==> src/aud_pkg.sv <==
package aud_pkg;

    ////////////////////////////////////////
    // Framing of one left-channel word
    ////////////////////////////////////////

    localparam int SAMPLE_BITS = 16;
    localparam int DELAY_SLOTS = 1;

    typedef logic [SAMPLE_BITS-1:0] sample_t;
    typedef logic [4:0]             bit_cnt_t;

    // Slot counter values that bracket the data bits of a word
    localparam bit_cnt_t FIRST_SLOT = bit_cnt_t'(DELAY_SLOTS);
    localparam bit_cnt_t LAST_SLOT  = bit_cnt_t'(DELAY_SLOTS + SAMPLE_BITS - 1);

    ////////////////////////////////////////
    // State machines
    ////////////////////////////////////////

    typedef enum logic [1:0] {
        MODE_IDLE,
        MODE_REC,
        MODE_PLAY
    } mode_t;

    // Shared by the recorder and the player
    typedef enum logic [2:0] {
        S_IDLE,
        S_WAIT_HIGH,
        S_WAIT_FALL,
        S_SHIFT,
        S_COMMIT,
        S_PAUSE
    } unit_state_t;

endpackage

==> src/mem_pkg.sv <==
package mem_pkg;

    ////////////////////////////////////////
    // External asynchronous SRAM
    ////////////////////////////////////////

    localparam int ADDR_BITS = 20;
    localparam int WORD_BITS = 16;

    typedef logic [ADDR_BITS-1:0] addr_t;
    typedef logic [WORD_BITS-1:0] word_t;

    // Buffer capacity in words, must stay below 2**ADDR_BITS
    localparam int MAX_WORDS = 1024000;

endpackage

==> src/sram_if.sv <==
`timescale 1ns/10ps

// One unit's view of the SRAM bus
interface sram_if;

    mem_pkg::addr_t addr;
    mem_pkg::word_t wdata;
    logic           we;
    // Combinational read data for the current addr
    mem_pkg::word_t rdata;

    modport master (
        output addr,
        output wdata,
        output we,
        input  rdata
    );

    modport slave (
        input  addr,
        input  wdata,
        input  we,
        output rdata
    );

endinterface

==> src/aud_ctrl.sv <==
`timescale 1ns/10ps

module aud_ctrl (
    input  logic           i_clk,
    input  logic           i_rst_n,
    input  logic           i_key_rec,
    input  logic           i_key_play,
    input  logic           i_key_pause,
    input  logic           i_key_stop,
    sram_if.slave          rec_bus,
    sram_if.slave          play_bus,
    input  logic           i_rec_done,
    input  logic           i_play_done,
    output logic           o_rec_start,
    output logic           o_rec_pause,
    output logic           o_rec_stop,
    output logic           o_play_start,
    output logic           o_play_pause,
    output logic           o_play_stop,
    output mem_pkg::addr_t o_words,
    output mem_pkg::addr_t o_sram_addr,
    output mem_pkg::word_t o_sram_wdata,
    output logic           o_sram_we,
    input  mem_pkg::word_t i_sram_rdata,
    output aud_pkg::mode_t o_mode
);

    aud_pkg::mode_t mode_r, mode_w;
    mem_pkg::addr_t words_r;

    logic in_idle;
    logic in_rec;
    logic in_play;

    assign in_idle = (mode_r == aud_pkg::MODE_IDLE);
    assign in_rec  = (mode_r == aud_pkg::MODE_REC);
    assign in_play = (mode_r == aud_pkg::MODE_PLAY);

    ////////////////////////////////////////
    // Key routing
    ////////////////////////////////////////

    // Record has priority if both keys arrive together
    assign o_rec_start  = in_idle && i_key_rec;
    assign o_play_start = in_idle && !i_key_rec && i_key_play && (words_r != '0);

    assign o_rec_pause  = in_rec && i_key_pause;
    assign o_rec_stop   = in_rec && i_key_stop;
    assign o_play_pause = in_play && i_key_pause;
    assign o_play_stop  = in_play && i_key_stop;

    always_comb begin
        mode_w = mode_r;
        if (o_rec_start) begin
            mode_w = aud_pkg::MODE_REC;
        end else if (o_play_start) begin
            mode_w = aud_pkg::MODE_PLAY;
        end else if ((in_rec && i_rec_done) || (in_play && i_play_done)) begin
            mode_w = aud_pkg::MODE_IDLE;
        end
    end

    always_ff @(posedge i_clk) begin
        if (i_rst_n) begin
            mode_r  <= aud_pkg::MODE_IDLE;
            words_r <= '0;
        end else begin
            mode_r <= mode_w;
            // Count restarts with every new recording
            if (o_rec_start) begin
                words_r <= '0;
            end else if (in_rec && rec_bus.we) begin
                words_r <= words_r + 1'b1;
            end
        end
    end

    assign o_words = words_r;
    assign o_mode  = mode_r;

    ////////////////////////////////////////
    // SRAM bus multiplexer
    ////////////////////////////////////////

    always_comb begin
        o_sram_addr  = '0;
        o_sram_wdata = '0;
        o_sram_we    = 1'b0;
        if (in_rec) begin
            o_sram_addr  = rec_bus.addr;
            o_sram_wdata = rec_bus.wdata;
            o_sram_we    = rec_bus.we;
        end else if (in_play) begin
            o_sram_addr  = play_bus.addr;
            o_sram_wdata = play_bus.wdata;
            o_sram_we    = play_bus.we;
        end
    end

    assign rec_bus.rdata  = i_sram_rdata;
    assign play_bus.rdata = i_sram_rdata;

endmodule

==> src/aud_player.sv <==
`timescale 1ns/10ps

module aud_player (
    input  logic           i_clk,
    input  logic           i_rst_n,
    input  logic           i_start,
    input  logic           i_pause,
    input  logic           i_stop,
    input  logic           i_lrc,
    input  mem_pkg::addr_t i_words,
    sram_if.master         bus,
    output logic           o_dacdat,
    output logic           o_done
);

    aud_pkg::unit_state_t state_r, state_w;
    aud_pkg::bit_cnt_t    cnt_r, cnt_w;
    aud_pkg::sample_t     shift_r, shift_w;
    mem_pkg::addr_t       addr_r, addr_w;
    logic                 dac_r, dac_w;
    logic                 done_r, done_w;

    // Read only
    assign bus.we    = 1'b0;
    assign bus.wdata = '0;
    assign bus.addr  = addr_r;

    assign o_dacdat = dac_r;
    assign o_done   = done_r;

    ////////////////////////////////////////
    // Next state
    ////////////////////////////////////////

    always_comb begin
        state_w = state_r;
        cnt_w   = cnt_r;
        shift_w = shift_r;
        addr_w  = addr_r;
        dac_w   = 1'b0;
        done_w  = 1'b0;

        if (state_r == aud_pkg::S_COMMIT) begin
            addr_w = addr_r + 1'b1;
        end

        case (state_r)
            aud_pkg::S_IDLE: begin
                if (i_start) begin
                    state_w = aud_pkg::S_WAIT_HIGH;
                    addr_w  = '0;
                end
            end
            aud_pkg::S_WAIT_HIGH: begin
                if (i_lrc) begin
                    state_w = aud_pkg::S_WAIT_FALL;
                end
            end
            aud_pkg::S_WAIT_FALL: begin
                // Word clock fall, take the stored word for this frame
                if (!i_lrc) begin
                    state_w = aud_pkg::S_SHIFT;
                    cnt_w   = '0;
                    shift_w = aud_pkg::sample_t'(bus.rdata);
                end
            end
            aud_pkg::S_SHIFT: begin
                if (cnt_r >= aud_pkg::FIRST_SLOT) begin
                    dac_w   = shift_r[aud_pkg::SAMPLE_BITS-1];
                    shift_w = {shift_r[aud_pkg::SAMPLE_BITS-2:0], 1'b0};
                end
                cnt_w = cnt_r + 1'b1;
                if (cnt_r == aud_pkg::LAST_SLOT) begin
                    state_w = aud_pkg::S_COMMIT;
                end
            end
            aud_pkg::S_COMMIT: begin
                if (addr_w == i_words) begin
                    state_w = aud_pkg::S_IDLE;
                    done_w  = 1'b1;
                end else begin
                    state_w = aud_pkg::S_WAIT_HIGH;
                end
            end
            aud_pkg::S_PAUSE: begin
                if (i_pause) begin
                    state_w = aud_pkg::S_WAIT_HIGH;
                end
            end
            default: begin
                state_w = aud_pkg::S_IDLE;
            end
        endcase

        // A cut word is abandoned and the line goes quiet at once
        if (state_r != aud_pkg::S_IDLE) begin
            if (i_stop) begin
                state_w = aud_pkg::S_IDLE;
                done_w  = 1'b1;
                dac_w   = 1'b0;
            end else if (i_pause && state_r != aud_pkg::S_PAUSE &&
                         state_w != aud_pkg::S_IDLE) begin
                state_w = aud_pkg::S_PAUSE;
                dac_w   = 1'b0;
            end
        end
    end

    always_ff @(posedge i_clk) begin
        if (i_rst_n) begin
            state_r <= aud_pkg::S_IDLE;
            cnt_r   <= '0;
            addr_r  <= '0;
            dac_r   <= 1'b0;
            done_r  <= 1'b0;
        end else begin
            state_r <= state_w;
            cnt_r   <= cnt_w;
            addr_r  <= addr_w;
            dac_r   <= dac_w;
            done_r  <= done_w;
        end
    end

    always_ff @(posedge i_clk) begin
        shift_r <= shift_w;
    end

endmodule

==> src/aud_recorder.sv <==
`timescale 1ns/10ps

module aud_recorder #(
    parameter int REC_WORDS = mem_pkg::MAX_WORDS
) (
    input  logic   i_clk,
    input  logic   i_rst_n,
    input  logic   i_start,
    input  logic   i_pause,
    input  logic   i_stop,
    input  logic   i_lrc,
    input  logic   i_adcdat,
    sram_if.master bus,
    output logic   o_done
);

    localparam mem_pkg::addr_t REC_LIMIT = mem_pkg::addr_t'(REC_WORDS);

    aud_pkg::unit_state_t state_r, state_w;
    aud_pkg::bit_cnt_t    cnt_r, cnt_w;
    aud_pkg::sample_t     shift_r, shift_w;
    mem_pkg::addr_t       addr_r, addr_w;
    logic                 done_r, done_w;

    // The write pulse is the commit cycle itself
    assign bus.we    = (state_r == aud_pkg::S_COMMIT);
    assign bus.addr  = addr_r;
    assign bus.wdata = mem_pkg::word_t'(shift_r);
    assign o_done    = done_r;

    ////////////////////////////////////////
    // Next state
    ////////////////////////////////////////

    always_comb begin
        state_w = state_r;
        cnt_w   = cnt_r;
        shift_w = shift_r;
        addr_w  = addr_r;
        done_w  = 1'b0;

        // A committed word always advances the address, even when cut short below
        if (state_r == aud_pkg::S_COMMIT) begin
            addr_w = addr_r + 1'b1;
        end

        case (state_r)
            aud_pkg::S_IDLE: begin
                if (i_start) begin
                    state_w = aud_pkg::S_WAIT_HIGH;
                    addr_w  = '0;
                end
            end
            aud_pkg::S_WAIT_HIGH: begin
                if (i_lrc) begin
                    state_w = aud_pkg::S_WAIT_FALL;
                end
            end
            aud_pkg::S_WAIT_FALL: begin
                // Cycle 0 of the word
                if (!i_lrc) begin
                    state_w = aud_pkg::S_SHIFT;
                    cnt_w   = '0;
                end
            end
            aud_pkg::S_SHIFT: begin
                if (cnt_r >= aud_pkg::FIRST_SLOT) begin
                    shift_w = {shift_r[aud_pkg::SAMPLE_BITS-2:0], i_adcdat};
                end
                cnt_w = cnt_r + 1'b1;
                if (cnt_r == aud_pkg::LAST_SLOT) begin
                    state_w = aud_pkg::S_COMMIT;
                end
            end
            aud_pkg::S_COMMIT: begin
                if (addr_w == REC_LIMIT) begin
                    state_w = aud_pkg::S_IDLE;
                    done_w  = 1'b1;
                end else begin
                    state_w = aud_pkg::S_WAIT_HIGH;
                end
            end
            aud_pkg::S_PAUSE: begin
                if (i_pause) begin
                    state_w = aud_pkg::S_WAIT_HIGH;
                end
            end
            default: begin
                state_w = aud_pkg::S_IDLE;
            end
        endcase

        // Stop and pause drop whatever part of a word is in the shifter
        if (state_r != aud_pkg::S_IDLE) begin
            if (i_stop) begin
                state_w = aud_pkg::S_IDLE;
                done_w  = 1'b1;
            end else if (i_pause && state_r != aud_pkg::S_PAUSE &&
                         state_w != aud_pkg::S_IDLE) begin
                state_w = aud_pkg::S_PAUSE;
            end
        end
    end

    ////////////////////////////////////////
    // Registers
    ////////////////////////////////////////

    always_ff @(posedge i_clk) begin
        if (i_rst_n) begin
            state_r <= aud_pkg::S_IDLE;
            cnt_r   <= '0;
            addr_r  <= '0;
            done_r  <= 1'b0;
        end else begin
            state_r <= state_w;
            cnt_r   <= cnt_w;
            addr_r  <= addr_w;
            done_r  <= done_w;
        end
    end

    always_ff @(posedge i_clk) begin
        shift_r <= shift_w;
    end

endmodule

==> src/aud_top.sv <==
`timescale 1ns/10ps

module aud_top #(
    parameter int REC_WORDS = mem_pkg::MAX_WORDS
) (
    input  logic           i_clk,
    input  logic           i_rst_n,
    input  logic           i_key_rec,
    input  logic           i_key_play,
    input  logic           i_key_pause,
    input  logic           i_key_stop,
    input  logic           i_lrc,
    input  logic           i_adcdat,
    output logic           o_dacdat,
    output mem_pkg::addr_t o_sram_addr,
    output mem_pkg::word_t o_sram_wdata,
    output logic           o_sram_we,
    input  mem_pkg::word_t i_sram_rdata,
    output aud_pkg::mode_t o_mode,
    output mem_pkg::addr_t o_rec_words
);

    sram_if rec_bus ();
    sram_if play_bus ();

    logic rec_start, rec_pause, rec_stop, rec_done;
    logic play_start, play_pause, play_stop, play_done;

    aud_ctrl ctrl0 (
        .i_clk        (i_clk),
        .i_rst_n      (i_rst_n),
        .i_key_rec    (i_key_rec),
        .i_key_play   (i_key_play),
        .i_key_pause  (i_key_pause),
        .i_key_stop   (i_key_stop),
        .rec_bus      (rec_bus.slave),
        .play_bus     (play_bus.slave),
        .i_rec_done   (rec_done),
        .i_play_done  (play_done),
        .o_rec_start  (rec_start),
        .o_rec_pause  (rec_pause),
        .o_rec_stop   (rec_stop),
        .o_play_start (play_start),
        .o_play_pause (play_pause),
        .o_play_stop  (play_stop),
        .o_words      (o_rec_words),
        .o_sram_addr  (o_sram_addr),
        .o_sram_wdata (o_sram_wdata),
        .o_sram_we    (o_sram_we),
        .i_sram_rdata (i_sram_rdata),
        .o_mode       (o_mode)
    );

    aud_recorder #(
        .REC_WORDS (REC_WORDS)
    ) rec0 (
        .i_clk    (i_clk),
        .i_rst_n  (i_rst_n),
        .i_start  (rec_start),
        .i_pause  (rec_pause),
        .i_stop   (rec_stop),
        .i_lrc    (i_lrc),
        .i_adcdat (i_adcdat),
        .bus      (rec_bus.master),
        .o_done   (rec_done)
    );

    aud_player play0 (
        .i_clk    (i_clk),
        .i_rst_n  (i_rst_n),
        .i_start  (play_start),
        .i_pause  (play_pause),
        .i_stop   (play_stop),
        .i_lrc    (i_lrc),
        .i_words  (o_rec_words),
        .bus      (play_bus.master),
        .o_dacdat (o_dacdat),
        .o_done   (play_done)
    );

endmodule

==> config.mk <==
export PLATFORM = sky130hd
export DESIGN_NAME = aud_top
export DESIGN_NICKNAME = d
export VERILOG_FILES = /design/src/aud_pkg.sv /design/src/mem_pkg.sv /design/src/sram_if.sv /design/src/aud_ctrl.sv /design/src/aud_player.sv /design/src/aud_recorder.sv /design/src/aud_top.sv
export SDC_FILE = /design/constraint.sdc
export NUM_CORES = 1
export LEC_CHECK = 0
export BUFFER_PORTS_ARGS = -buffer_cell sky130_fd_sc_hd__buf_2
export CAP_MARGIN = 20
export CORE_ASPECT_RATIO = 1.5
export CORE_MARGIN = 2
export CORE_UTILIZATION = 60
export CTS_CLUSTER_SIZE = 24
export DETAILED_ROUTE_END_ITERATION = 12
export PLACE_DENSITY = 0.88
export SYNTH_ARGS = -nofsm -noshare
export SYNTH_HDL_FRONTEND = slang
export SYNTH_HIERARCHICAL = 1
export SYNTH_SLANG_ARGS = --single-unit
==> constraint.sdc <==
create_clock -name i_clk -period 8.21 [get_ports i_clk]
set_input_delay 0.4105 -clock i_clk [delete_from_list [all_inputs] [get_ports i_clk]]
set_output_delay 0.4105 -clock i_clk [all_outputs]
set_load 0.01 [all_outputs]
* After elaboration in Yosys (flattened, before gate mapping) *
Index checks and enable logic that the tools add are counted.

operators by class
  add/sub/neg operators = 5
  order comparisons = 2
  eq/ne operators = 21
  muxes and demuxes = 52
  reduce and logical (&&, ||, !) cells = 34

operators by type and width
  operator                                              count
  2-to-1 mux 20 bit                                     8
  adder 20 x 1 -> 20 bit (second input constant)        3
  2-to-1 mux 16 bit                                     3
  2-to-1 mux 3 bit                                      16
  one-hot mux 3 bit (6 select lines)                    2
  one-hot mux 16 bit (2 select lines)                   1
  equality test 20 bit                                  1
  equality test 20 bit (second input constant)          1
  one-hot mux 5 bit (2 select lines)                    2
  nonzero test 20 bit                                   1
  2-to-1 mux 1 bit                                      17
  logical AND 1 bit                                     15
  nonzero test 3 bit                                    5
  equality test 3 x 2 -> 1 bit (second input constant)  4
  equality test 3 bit (second input constant)           4
  adder 5 x 1 -> 5 bit (second input constant)          2
  equality test 5 bit (second input constant)           2
  >= comparator 5 x 1 -> 1 bit (second input constant)  2
  equality test 3 x 1 -> 1 bit (second input constant)  2
  logical NOT 3 bit                                     2
  inequality test 3 bit (second input constant)         2
  AND reduction 2 bit                                   3
  nonzero test 2 bit                                    3
  2-to-1 mux 5 bit                                      1
  other kinds (10)                                      12

word-level totals
  register bits after elaboration = 113
  word-level logic and storage cells = 128

* Logic depth before layout (Yosys ltp) *
Gate-level depths: netlist of the first run.

  depth in word-level cells = 11
  gate-level depth with buffers = 10

* Hierarchy *
Netlist of the first run, hierarchy kept.

by module, submodules not included
  module        times used  cells each  area an instance (um^2)  seq. area each (um^2)
  aud_player    1           318         2907.8                   1081.0
  aud_recorder  1           253         2353.5                   1061.0
  aud_ctrl      1           219         1740.4                   440.4

* Worst setup path before layout of the first run *
No wires, ideal clock.

  path kind = reg2reg
  start point = register play0.state_r[1]
  end point = register play0.done_r (netlist: play0/o_done)
  arrival time = 2789 ps
  required time = 8150 ps
  path slack = 5361 ps
  stages on the path, launching flop included = 9
  cells stage by stage = dfxtp_1 -> or3b_1 -> buf_6 -> nor4_4 -> a21oi_1 -> or4_1 -> or4_4 -> nor4_4 -> a32o_1

on the way
  longest elaborated chain between the ends = 7

ends and longest elaborated chain
  item                    line                                RTL
  from (decl)             aud_player.sv:16                    aud_pkg::unit_state_t state_r, state_w;
  from (signal assigned)  aud_player.sv:111                   state_r <= aud_pkg::S_IDLE;
  from (signal assigned)  aud_player.sv:117                   state_r <= state_w;
  equality test 3 bit     aud_player.sv:43, aud_player.sv:47
  2-to-1 mux 20 bit       aud_player.sv:43                    if (state_r == aud_pkg::S_COMMIT) begin
  equality test 20 bit    aud_player.sv:78                    if (addr_w == i_words) begin
  2-to-1 mux 1 bit        aud_player.sv:78
  2-to-1 mux 1 bit        aud_player.sv:47                    case (state_r)
  2-to-1 mux 1 bit        aud_player.sv:97                    if (i_stop) begin
  2-to-1 mux 1 bit (*)    aud_player.sv:96                    if (state_r != aud_pkg::S_IDLE) begin
  to (signal assigned)    aud_player.sv:121                   done_r <= done_w;
  to (decl)               aud_player.sv:21                    logic done_r, done_w;

Mark *: on every way between the ends. The rest lies on a longest branch, timed or not.
A chain may end at the register's enable or synchronous reset.

* Worst setup path in the final report of the first run *
Ends and elaborated chain as after synthesis.

==> results.py, run 1 <==
metrics = {
    "drt": {
        "drt_iter0_drc": 592,
        "drt_drc_violations_left": 0,
        "drt_wl_total_um": 18200,
        "routedWlPerCell_um": 18.5,
        "first_pass_iters": 6,
        "ant_nets": 0,
        "via_count": 6136,
        "viasPerCell": 6.26,
    },
    "run_status": {
        "status": "complete, no violations",
    },
    "cells_and_area": {
        "final_cell_mix": "nor2_1, buf_2, dfxtp_1, nand2_1, xnor2_1",
        "num-fill-cells": 870,
        "drive_above_1_share": 0.188,
        "syn_to_final_growth_pct": 12.2,
        "mostFrequentLayoutCell": "nor2_1",
        "final_util": 0.695,
        "insertedDiodeCount": 0,
        "regArea_mm2": 0.00258,
        "multi_input_area_mm2": 0.00385,
        "nets": 854,
    },
    "power_and_ir_drop": {
        "irDropWorstVdd_uv": 139,
        "p_leak_uw": 0.00299,
        "power_density_mw_per_mm2": 174,
    },
    "timing": {
        "worstMarginPinSlew_ns": 0.790,
        "finalSetupViolCount": 0,
        "clock.fmax_mhz": 294,
        "finalHoldViolCount": 0,
        "fin_crit_ns": 3.40,
        "skew_ns": 0.00765,
        "max_slew_margin": 0.473,
        "rsz0062_at_grt": "false",
        "min_period_over_period": 0.414,
        "fin_setup_tns_ns": 0,
        "drv_slew": 0,
    },
    "setup_path": {
        "worstPathRequired_ns": 8.56,
        "path_class": "flip-flop to flip-flop",
        "worst-path-max-fanout": 15,
        "crit_chain": "or3b_1, nor4_4, a21oi_1, or4_1, or4_4, nor4_4, a32o_1",
        "cp_num_buf_inv": 0,
        "cpPeakStageDelay_ns": 0.63,
        "cpMostUsedCell": "nor4_4",
        "arrival_ns": 3.75,
        "crit_path_top_delay_cell": "or3b_1",
        "cp_top_family": "simple AND/OR/NAND/NOR gates",
        "start_kind": "flip-flop",
        "end_kind": "flip-flop",
    },
    "logic_synthesis": {
        "yosys_warnings": 6,
        "netlist_instances": 774,
        "syn_area_mm2": 0.00688,
        "syn_area_per_cell_um2": 8.89,
    },
    "grt": {
        "grt_pass1_vias": 5846,
        "grt_max_degree": 42,
        "grt.overflow.total": 0,
        "antenna_found_initial": 0,
        "grt_pass1_wl_um": 29200,
        "track_usage": 0.298,
    },
    "floorplan": {
        "start_util": 0.619,
        "core_area_mm2": 0.0111,
        "rows": 47,
        "dieArea_mm2": 0.0124,
        "fp.dieH_um": 135,
        "die_w_um": 91.4,
        "ios": 84,
    },
    "placed_design": {
        "portBuffers": 83,
        "globalplace.congestion": 0.954,
        "dpl.hpwl_um": 13000,
    },
    "cts": {
        "clock_latency_ns": 0.41,
        "cts_buffer_depth": 2,
        "ctsHoldBuffers": 0,
        "cts.sinks": 113,
        "cts_buffers": 17,
        "path_clk_slew_ns": 0.06,
        "cts_resized": 0,
        "cts_tree": "built",
        "htreeDepth": 4,
        "postCtsSetupBuffers": 0,
        "cts-root-buf": "clkbuf_16",
    },
    "run": {
        "maxCapViolCount": 0,
    },
    "worst_hold_path": {
        "hp-class": "input port to flip-flop",
    },
}
[worst register-to-register path, stage by stage, from the launching register on]
cell     delay (ns)
dfxtp_1        0.45
or3b_1         0.64
nor4_4         0.52
a21oi_1        0.12
or4_1          0.51
or4_4          0.54
nor4_4         0.34
a32o_1         0.22
[metal layers]
metal,global-route usage,routed length [um]
met2,0.522,9230
met3,0.0579,1140
met5,0,0
met1,0.343,7040
met4,0.153,737
[through the flow]
stage | area (um2) | worst slack, ns | std cells | hold WS (ns) | total power [uW]
2_1_floorplan | 6940 | 5.36 | 790 | 0.427 | 643
3_3_place_gp | 7150 | 4.97 | 948 | 0.436 | 649
3_5_place_dp | 7150 | 4.88 | 948 | 0.439 | 651
4_1_cts | 7720 | 4.84 | 980 | 0.167 | 1350
5_1_grt | 7720 | 4.67 | 980 | 0.173 | 1380
6_report | 7720 | 4.81 | 980 | 0.177 | 1350
[report_power, final]
part           internal (uW)  switching [uW]  leakage (uW)
clock                    453             253      0.000270
sequential               574            5.86      0.000940
combinational           24.7            36.0       0.00178
total                   1050             295       0.00299
[cell type report]
class                           instances  share of cell area
Sequential cell                       113               0.334
Tap cell                              147              0.0238
Clock buffer                           22              0.0588
Clock inverter                         10              0.0146
Timing Repair Buffer                   89              0.0596
Multi-Input combinational cell        579               0.499
Inverter                               20              0.0100
[registers in the layout (all words and copies together), names as in the netlist, 2 cells and up]
name / cells
play0/cnt_r: 5
play0/bus.addr: 20
ctrl0/o_words: 20
ctrl0/o_mode: 2
rec0/bus.wdata: 16
rec0/state_r: 3
rec0/bus.addr: 20
play0/shift_r: 16
rec0/cnt_r: 5
play0/state_r: 3
[path summary, 6_finish.rpt]
check | start | to | slack, ns | depth (start not counted)
setup / recovery | play0/state_r[1]$_SDFF_PP0_ | play0/o_done$_SDFF_PP0_ | 4.81 | 7
setup reg to reg | play0/state_r[1]$_SDFF_PP0_ | play0/o_done$_SDFF_PP0_ | 4.81 | 7
hold reg to reg | rec0/bus.wdata[1]$_DFFE_PP_ | rec0/bus.wdata[2]$_DFFE_PP_ | 0.46 | 0
hold / removal | i_adcdat | rec0/bus.wdata[0]$_DFFE_PP_ | 0.18 | 1
Power figures use the tool's default switching activity.
==> run 2, diff against run 1 <==
--- a/config.mk
+++ b/config.mk
@@ -5,14 +5,15 @@
 export SDC_FILE = /design/constraint.sdc
 export NUM_CORES = 1
 export LEC_CHECK = 0
+export ABC_AREA = 1
 export BUFFER_PORTS_ARGS = -buffer_cell sky130_fd_sc_hd__buf_2
 export CAP_MARGIN = 20
 export CORE_ASPECT_RATIO = 1.5
 export CORE_MARGIN = 2
-export CORE_UTILIZATION = 60
+export CORE_UTILIZATION = 54
 export CTS_CLUSTER_SIZE = 24
 export DETAILED_ROUTE_END_ITERATION = 12
-export PLACE_DENSITY = 0.88
+export PLACE_DENSITY = 0.83
 export SYNTH_ARGS = -nofsm -noshare
 export SYNTH_HDL_FRONTEND = slang
 export SYNTH_HIERARCHICAL = 1
==> constraint.sdc (replaced) <==
create_clock -name i_clk -period 2.8 [get_ports i_clk]
set_input_delay 0.14 -clock i_clk [delete_from_list [all_inputs] [get_ports i_clk]]
set_output_delay 0.14 -clock i_clk [all_outputs]
set_load 0.01 [all_outputs]
==> results.py, run 2 <==
metrics = {
    "run_status": {
        "status": "complete, no violations",
    },
    "cts": {
        "ctsHoldBuffers": 16,
        "postCtsSetupBuffers": 0,
        "cts_buffers": 17,
        "cts.sinks": 113,
        "cts_resized": 0,
        "cts_buffer_depth": 2,
        "clock_latency_ns": 0.42,
        "htreeDepth": 4,
        "path_clk_slew_ns": 0.06,
        "cts-root-buf": "clkbuf_16",
        "cts_tree": "built",
    },
    "power_and_ir_drop": {
        "comb_power_share": 0.056,
        "power_density_mw_per_mm2": 470,
        "swShare": 0.244,
        "power_frac_seq": 0.426,
        "intPower_uw": 3010,
        "switching_power_uw": 969,
        "p_leak_uw": 0.00392,
        "irDropWorstVdd_uv": 470,
        "pwr-share-clk": 0.518,
    },
    "grt": {
        "grt.overflow.total": 0,
        "grt_max_degree": 42,
        "track_usage": 0.259,
        "grt_pass1_vias": 6943,
        "grt_pass1_wl_um": 30700,
        "antenna_found_initial": 0,
    },
    "cells_and_area": {
        "insertedDiodeCount": 0,
        "fin_area_mm2": 0.00845,
        "syn_to_final_growth_pct": 14.9,
        "regArea_mm2": 0.00258,
        "multi_input_area_mm2": 0.00391,
        "drive_above_1_share": 0.148,
        "final_util": 0.631,
        "final_cell_mix": "nand2_1, inv_1, nor2_1, nand3_1, buf_2",
        "num-fill-cells": 1186,
        "nets": 1253,
        "mostFrequentLayoutCell": "nand2_1",
    },
    "setup_path": {
        "cp.depth": 16,
        "timing.rr.start": "play0/bus.addr[0]$_SDFF_PP0_",
        "rrSetupSlack_ns": 0.38,
        "arrival_ns": 2.71,
        "cpPeakStageDelay_ns": 0.41,
        "reg2reg_depth": 16,
        "start_kind": "flip-flop",
        "cp_num_buf_inv": 0,
        "crit_path_start": "play0/bus.addr[0]$_SDFF_PP0_",
        "crit_path_end": "play0/state_r[2]$_SDFF_PP0_",
        "crit_chain": "ha_1, nand3_1, nor2_4, nand3_2, nand2_1, nand2_1, nand2_1, nand2_1, nor2_1, nand3_1, nor2_1, nand2_1, nand2_2, nand3_2, nand2_1, a21oi_2",
        "path_class": "flip-flop to flip-flop",
        "cpMostUsedCell": "nand2_1",
        "end_kind": "flip-flop",
        "r2r-end": "play0/state_r[2]$_SDFF_PP0_",
        "crit_path_top_delay_cell": "dfxtp_1",
        "worst-path-max-fanout": 8,
        "worstPathRequired_ns": 3.09,
        "cp_top_family": "simple AND/OR/NAND/NOR gates",
    },
    "timing": {
        "finalSetupViolCount": 0,
        "rsz0062_at_grt": "false",
        "fin_setup_tns_ns": 0,
        "min_period_over_period": 0.865,
        "clock.fmax_mhz": 413,
        "max_slew_margin": 0.492,
        "finalHoldViolCount": 0,
        "fin_crit_ns": 2.42,
        "setup_ws_ns": 0.379,
        "worstMarginPinSlew_ns": 0.761,
        "skew_ns": 0.00797,
        "drv_slew": 0,
    },
    "placed_design": {
        "dpl.hpwl_um": 13300,
        "portBuffers": 83,
        "post-place-ws_ns": 0.533,
        "place_area_mm2": 0.00772,
        "globalplace.congestion": 0.933,
    },
    "floorplan": {
        "die_w_um": 99.3,
        "core_area_mm2": 0.0134,
        "rows": 52,
        "ios": 84,
        "fp.dieH_um": 147,
        "start_util": 0.549,
        "dieArea_mm2": 0.0146,
    },
    "logic_synthesis": {
        "syn_area_per_cell_um2": 6.48,
        "netlist_instances": 1135,
        "syn_area_mm2": 0.00736,
        "yosys_warnings": 6,
    },
    "drt": {
        "ant_nets": 0,
        "drt_wl_total_um": 18300,
        "viasPerCell": 5.24,
        "via_count": 7310,
        "drt_iter0_drc": 532,
        "first_pass_iters": 5,
        "routedWlPerCell_um": 13.1,
        "drt_drc_violations_left": 0,
    },
    "run": {
        "maxCapViolCount": 0,
    },
    "worst_hold_path": {
        "hp-start": "i_sram_rdata[0]",
        "hp-class": "input port to flip-flop",
    },
}
-- run 2: per-layer routing --
| metal | vias to the layer above | routed length [um] | part of all wire | track usage |
|---|---|---|---|---|
| li1 | 3717 | - | - | - |
| met1 | 3299 | 7310 | 0.40 | 0.290 |
| met2 | 236 | 9390 | 0.51 | 0.461 |
| met3 | 58 | 940 | 0.051 | 0.0490 |
| met4 | 0 | 661 | 0.036 | 0.136 |
| met5 | - | 0 | 0 | 0 |
-- run 2: how the worst min path moves through the flow --
stage / endpoint / slack, ns / cells past startpoint
finish: play0/shift_r[0]$_SDFFCE_PP0P_ / 0.05 / 3
detailed placement: rec0/bus.wdata[0]$_DFFE_PP_ / 0.32 / 1
CTS: play0/shift_r[0]$_SDFFCE_PP0P_ / 0.05 / 3
global placement: rec0/bus.wdata[0]$_DFFE_PP_ / 0.32 / 1
global route: play0/shift_r[0]$_SDFFCE_PP0P_ / 0.08 / 3
floorplan: play0/cnt_r[1]$_SDFFE_PP0P_ / 0.21 / 1
-- run 2: cell type report --
type                    instances  area share
clock buffers                  18      0.0520
clock inverters                14      0.0158
inverters                     151      0.0671
multi-input cells             831       0.462
flip-flops and latches        113       0.306
well taps                     162      0.0240
repair buffers                105      0.0734
-- run 2: per-stage QoR --
stage                     instances  total power (uW)  hold slack (ns)
final                          1394              3980           0.0473
after global routing           1394              4100           0.0842
after CTS                      1394              4000           0.0462
after detailed placement       1346              1930            0.322
after global placement         1346              1920            0.323
after floorplan                1151              1900            0.209
-- run 2: worst register-to-register path: cells and delay by family (launching register included) --
kind | cells | cell delay, ns
adder cells (fa/ha/maj) | 1 | 0.22
AND/OR/NAND/NOR | 14 | 1.60
flip-flops | 1 | 0.41
AO/OA/AOI/OAI | 1 | 0.05
-- run 2: power by group through the flow --
| stage | clock network [uW] | logic (uW) | registers [uW] |
|---|---|---|---|
| 5_1_grt | 2160 | 249 | 1690 |
| 2_1_floorplan | 0 | 173 | 1720 |
| 3_5_place_dp | 0 | 201 | 1730 |
| 6_report | 2060 | 223 | 1690 |
| 4_1_cts | 2090 | 221 | 1690 |
| 3_3_place_gp | 0 | 198 | 1730 |
==> run 3, diff against run 2 <==
--- a/config.mk
+++ b/config.mk
@@ -6,14 +6,15 @@
 export NUM_CORES = 1
 export LEC_CHECK = 0
 export ABC_AREA = 1
-export BUFFER_PORTS_ARGS = -buffer_cell sky130_fd_sc_hd__buf_2
+export BUFFER_PORTS_ARGS = -buffer_cell sky130_fd_sc_hd__buf_4
 export CAP_MARGIN = 20
 export CORE_ASPECT_RATIO = 1.5
 export CORE_MARGIN = 2
-export CORE_UTILIZATION = 54
+export CORE_UTILIZATION = 40
 export CTS_CLUSTER_SIZE = 24
 export DETAILED_ROUTE_END_ITERATION = 12
-export PLACE_DENSITY = 0.83
+export PLACE_DENSITY = 0.66
+export REMOVE_ABC_BUFFERS = 1
 export SYNTH_ARGS = -nofsm -noshare
 export SYNTH_HDL_FRONTEND = slang
 export SYNTH_HIERARCHICAL = 1
==> results.py, run 3 (synthesis results as in run 2) <==
metrics = {
    "cts": {
        "path_clk_slew_ns": 0.06,
        "cts_resized": 0,
        "cts_buffers": 17,
        "cts_buffer_depth": 2,
        "htreeDepth": 4,
        "ctsHoldBuffers": 16,
        "postCtsSetupBuffers": 0,
        "cts_tree": "built",
        "clock_latency_ns": 0.42,
        "cts.sinks": 113,
        "cts-root-buf": "clkbuf_16",
    },
    "cells_and_area": {
        "drive_above_1_share": 0.148,
        "regArea_mm2": 0.00258,
        "multi_input_area_mm2": 0.00391,
        "syn_to_final_growth_pct": 19.7,
        "fin_area_mm2": 0.00881,
        "insertedDiodeCount": 0,
        "num-fill-cells": 1845,
        "nets": 1255,
        "final_cell_mix": "nand2_1, inv_1, nor2_1, nand3_1, buf_4",
        "final_cells": 1451,
        "mostFrequentLayoutCell": "nand2_1",
    },
    "drt": {
        "routedWlPerCell_um": 13.2,
        "drt_drc_violations_left": 0,
        "ant_nets": 0,
        "viasPerCell": 4.94,
        "drt_wl_total_um": 19100,
        "via_count": 7171,
        "drt_iter0_drc": 444,
        "first_pass_iters": 5,
    },
    "power_and_ir_drop": {
        "irDropWorstVdd_uv": 350,
        "p_leak_uw": 0.00400,
        "power_density_mw_per_mm2": 486,
    },
    "placed_design": {
        "globalplace.congestion": 0.860,
        "placed_cells": 1403,
        "post-place-ws_ns": 0.488,
        "portBuffers": 83,
        "dpl.hpwl_um": 14000,
        "place_area_mm2": 0.00801,
    },
    "setup_path": {
        "crit_chain": "ha_1, nand3_1, nor2_4, nand3_2, nand2_1, nand2_1, nand2_1, nand2_1, nor2_1, nand3_1, nor2_1, nand2_1, nand2_2, nand3_2, nand2_1, a21oi_2",
        "arrival_ns": 2.60,
        "worstPathRequired_ns": 3.09,
        "end_kind": "flip-flop",
        "worst-path-max-fanout": 8,
        "cpPeakStageDelay_ns": 0.42,
        "cpMostUsedCell": "nand2_1",
        "start_kind": "flip-flop",
        "path_class": "flip-flop to flip-flop",
        "crit_path_top_delay_cell": "dfxtp_1",
    },
    "timing": {
        "fin_setup_tns_ns": 0,
        "rsz0062_at_grt": "false",
        "fin_crit_ns": 2.31,
        "finalSetupViolCount": 0,
        "min_period_over_period": 0.826,
        "clock.fmax_mhz": 432,
        "setup_ws_ns": 0.487,
        "max_slew_margin": 0.518,
        "finalHoldViolCount": 0,
        "drv_slew": 0,
        "worstMarginPinSlew_ns": 0.722,
        "skew_ns": 0.0121,
        "hold_slack_ns": 0.0145,
    },
    "grt": {
        "grt_pass1_wl_um": 31200,
        "grt_max_degree": 30,
        "track_usage": 0.200,
        "grt_pass1_vias": 6681,
        "grt.overflow.total": 0,
        "antenna_found_initial": 0,
    },
    "run": {
        "maxCapViolCount": 0,
    },
    "floorplan": {
        "dieArea_mm2": 0.0195,
        "ios": 84,
        "core_area_mm2": 0.0180,
        "die_w_um": 115,
        "fp.dieH_um": 170,
        "rows": 60,
        "start_util": 0.408,
    },
    "run_status": {
        "status": "complete, no violations",
    },
    "worst_hold_path": {
        "hp-class": "input port to flip-flop",
    },
}
[run 3: layout make-up]
type,instances,area share
multi-input combinational,831,0.444
timing repair buffer,107,0.0958
sequential,113,0.293
clock inverter,14,0.0233
inverter,151,0.0644
tap,217,0.0308
clock buffer,18,0.0487
[run 3: per-layer routing]
metal | GRT usage | vias to the layer above | share of wire
li1 | - | 3725 | -
met1 | 0.232 | 3259 | 0.43
met2 | 0.366 | 160 | 0.52
met3 | 0.0299 | 27 | 0.036
met4 | 0.0796 | 0 | 0.021
met5 | 0 | - | 0
[run 3: metrics by stage]
step,total power (uW),utilization
floorplan,1850,-
global placement,1950,0.445
detailed placement,1950,0.445
CTS,4310,0.489
global route,4420,0.489
finish,4280,0.489
[run 3: power breakdown]
group | total [uW] | internal, uW | switching (uW)
clock | 2340 | 1500 | 839
combinational | 243 | 94.4 | 149
sequential | 1690 | 1680 | 8.51
total | 4280 | 3280 | 996
[run 3: worst max-delay path, delay by kind of cell, from the launching register on]
| family | cells | cell delay, ns |
|---|---|---|
| adder cells (fa/ha/maj) | 1 | 0.24 |
| flip-flops | 1 | 0.42 |
| AO/OA/AOI/OAI | 1 | 0.05 |
| AND/OR/NAND/NOR | 14 | 1.49 |
[run 3: path summary, 6_finish.rpt]
| check | from | cells past startpoint | end | slack, ns |
|---|---|---|---|---|
| worst min-delay path | i_sram_rdata[0] | 3 | play0/shift_r[0]$_SDFFCE_PP0P_ | 0.01 |
| worst max register to register | play0/bus.addr[0]$_SDFF_PP0_ | 16 | play0/state_r[2]$_SDFF_PP0_ | 0.49 |
| worst max-delay path | play0/bus.addr[0]$_SDFF_PP0_ | 16 | play0/state_r[2]$_SDFF_PP0_ | 0.49 |
| worst min register to register | rec0/bus.wdata[10]$_DFFE_PP_ | 0 | rec0/bus.wdata[11]$_DFFE_PP_ | 0.45 |
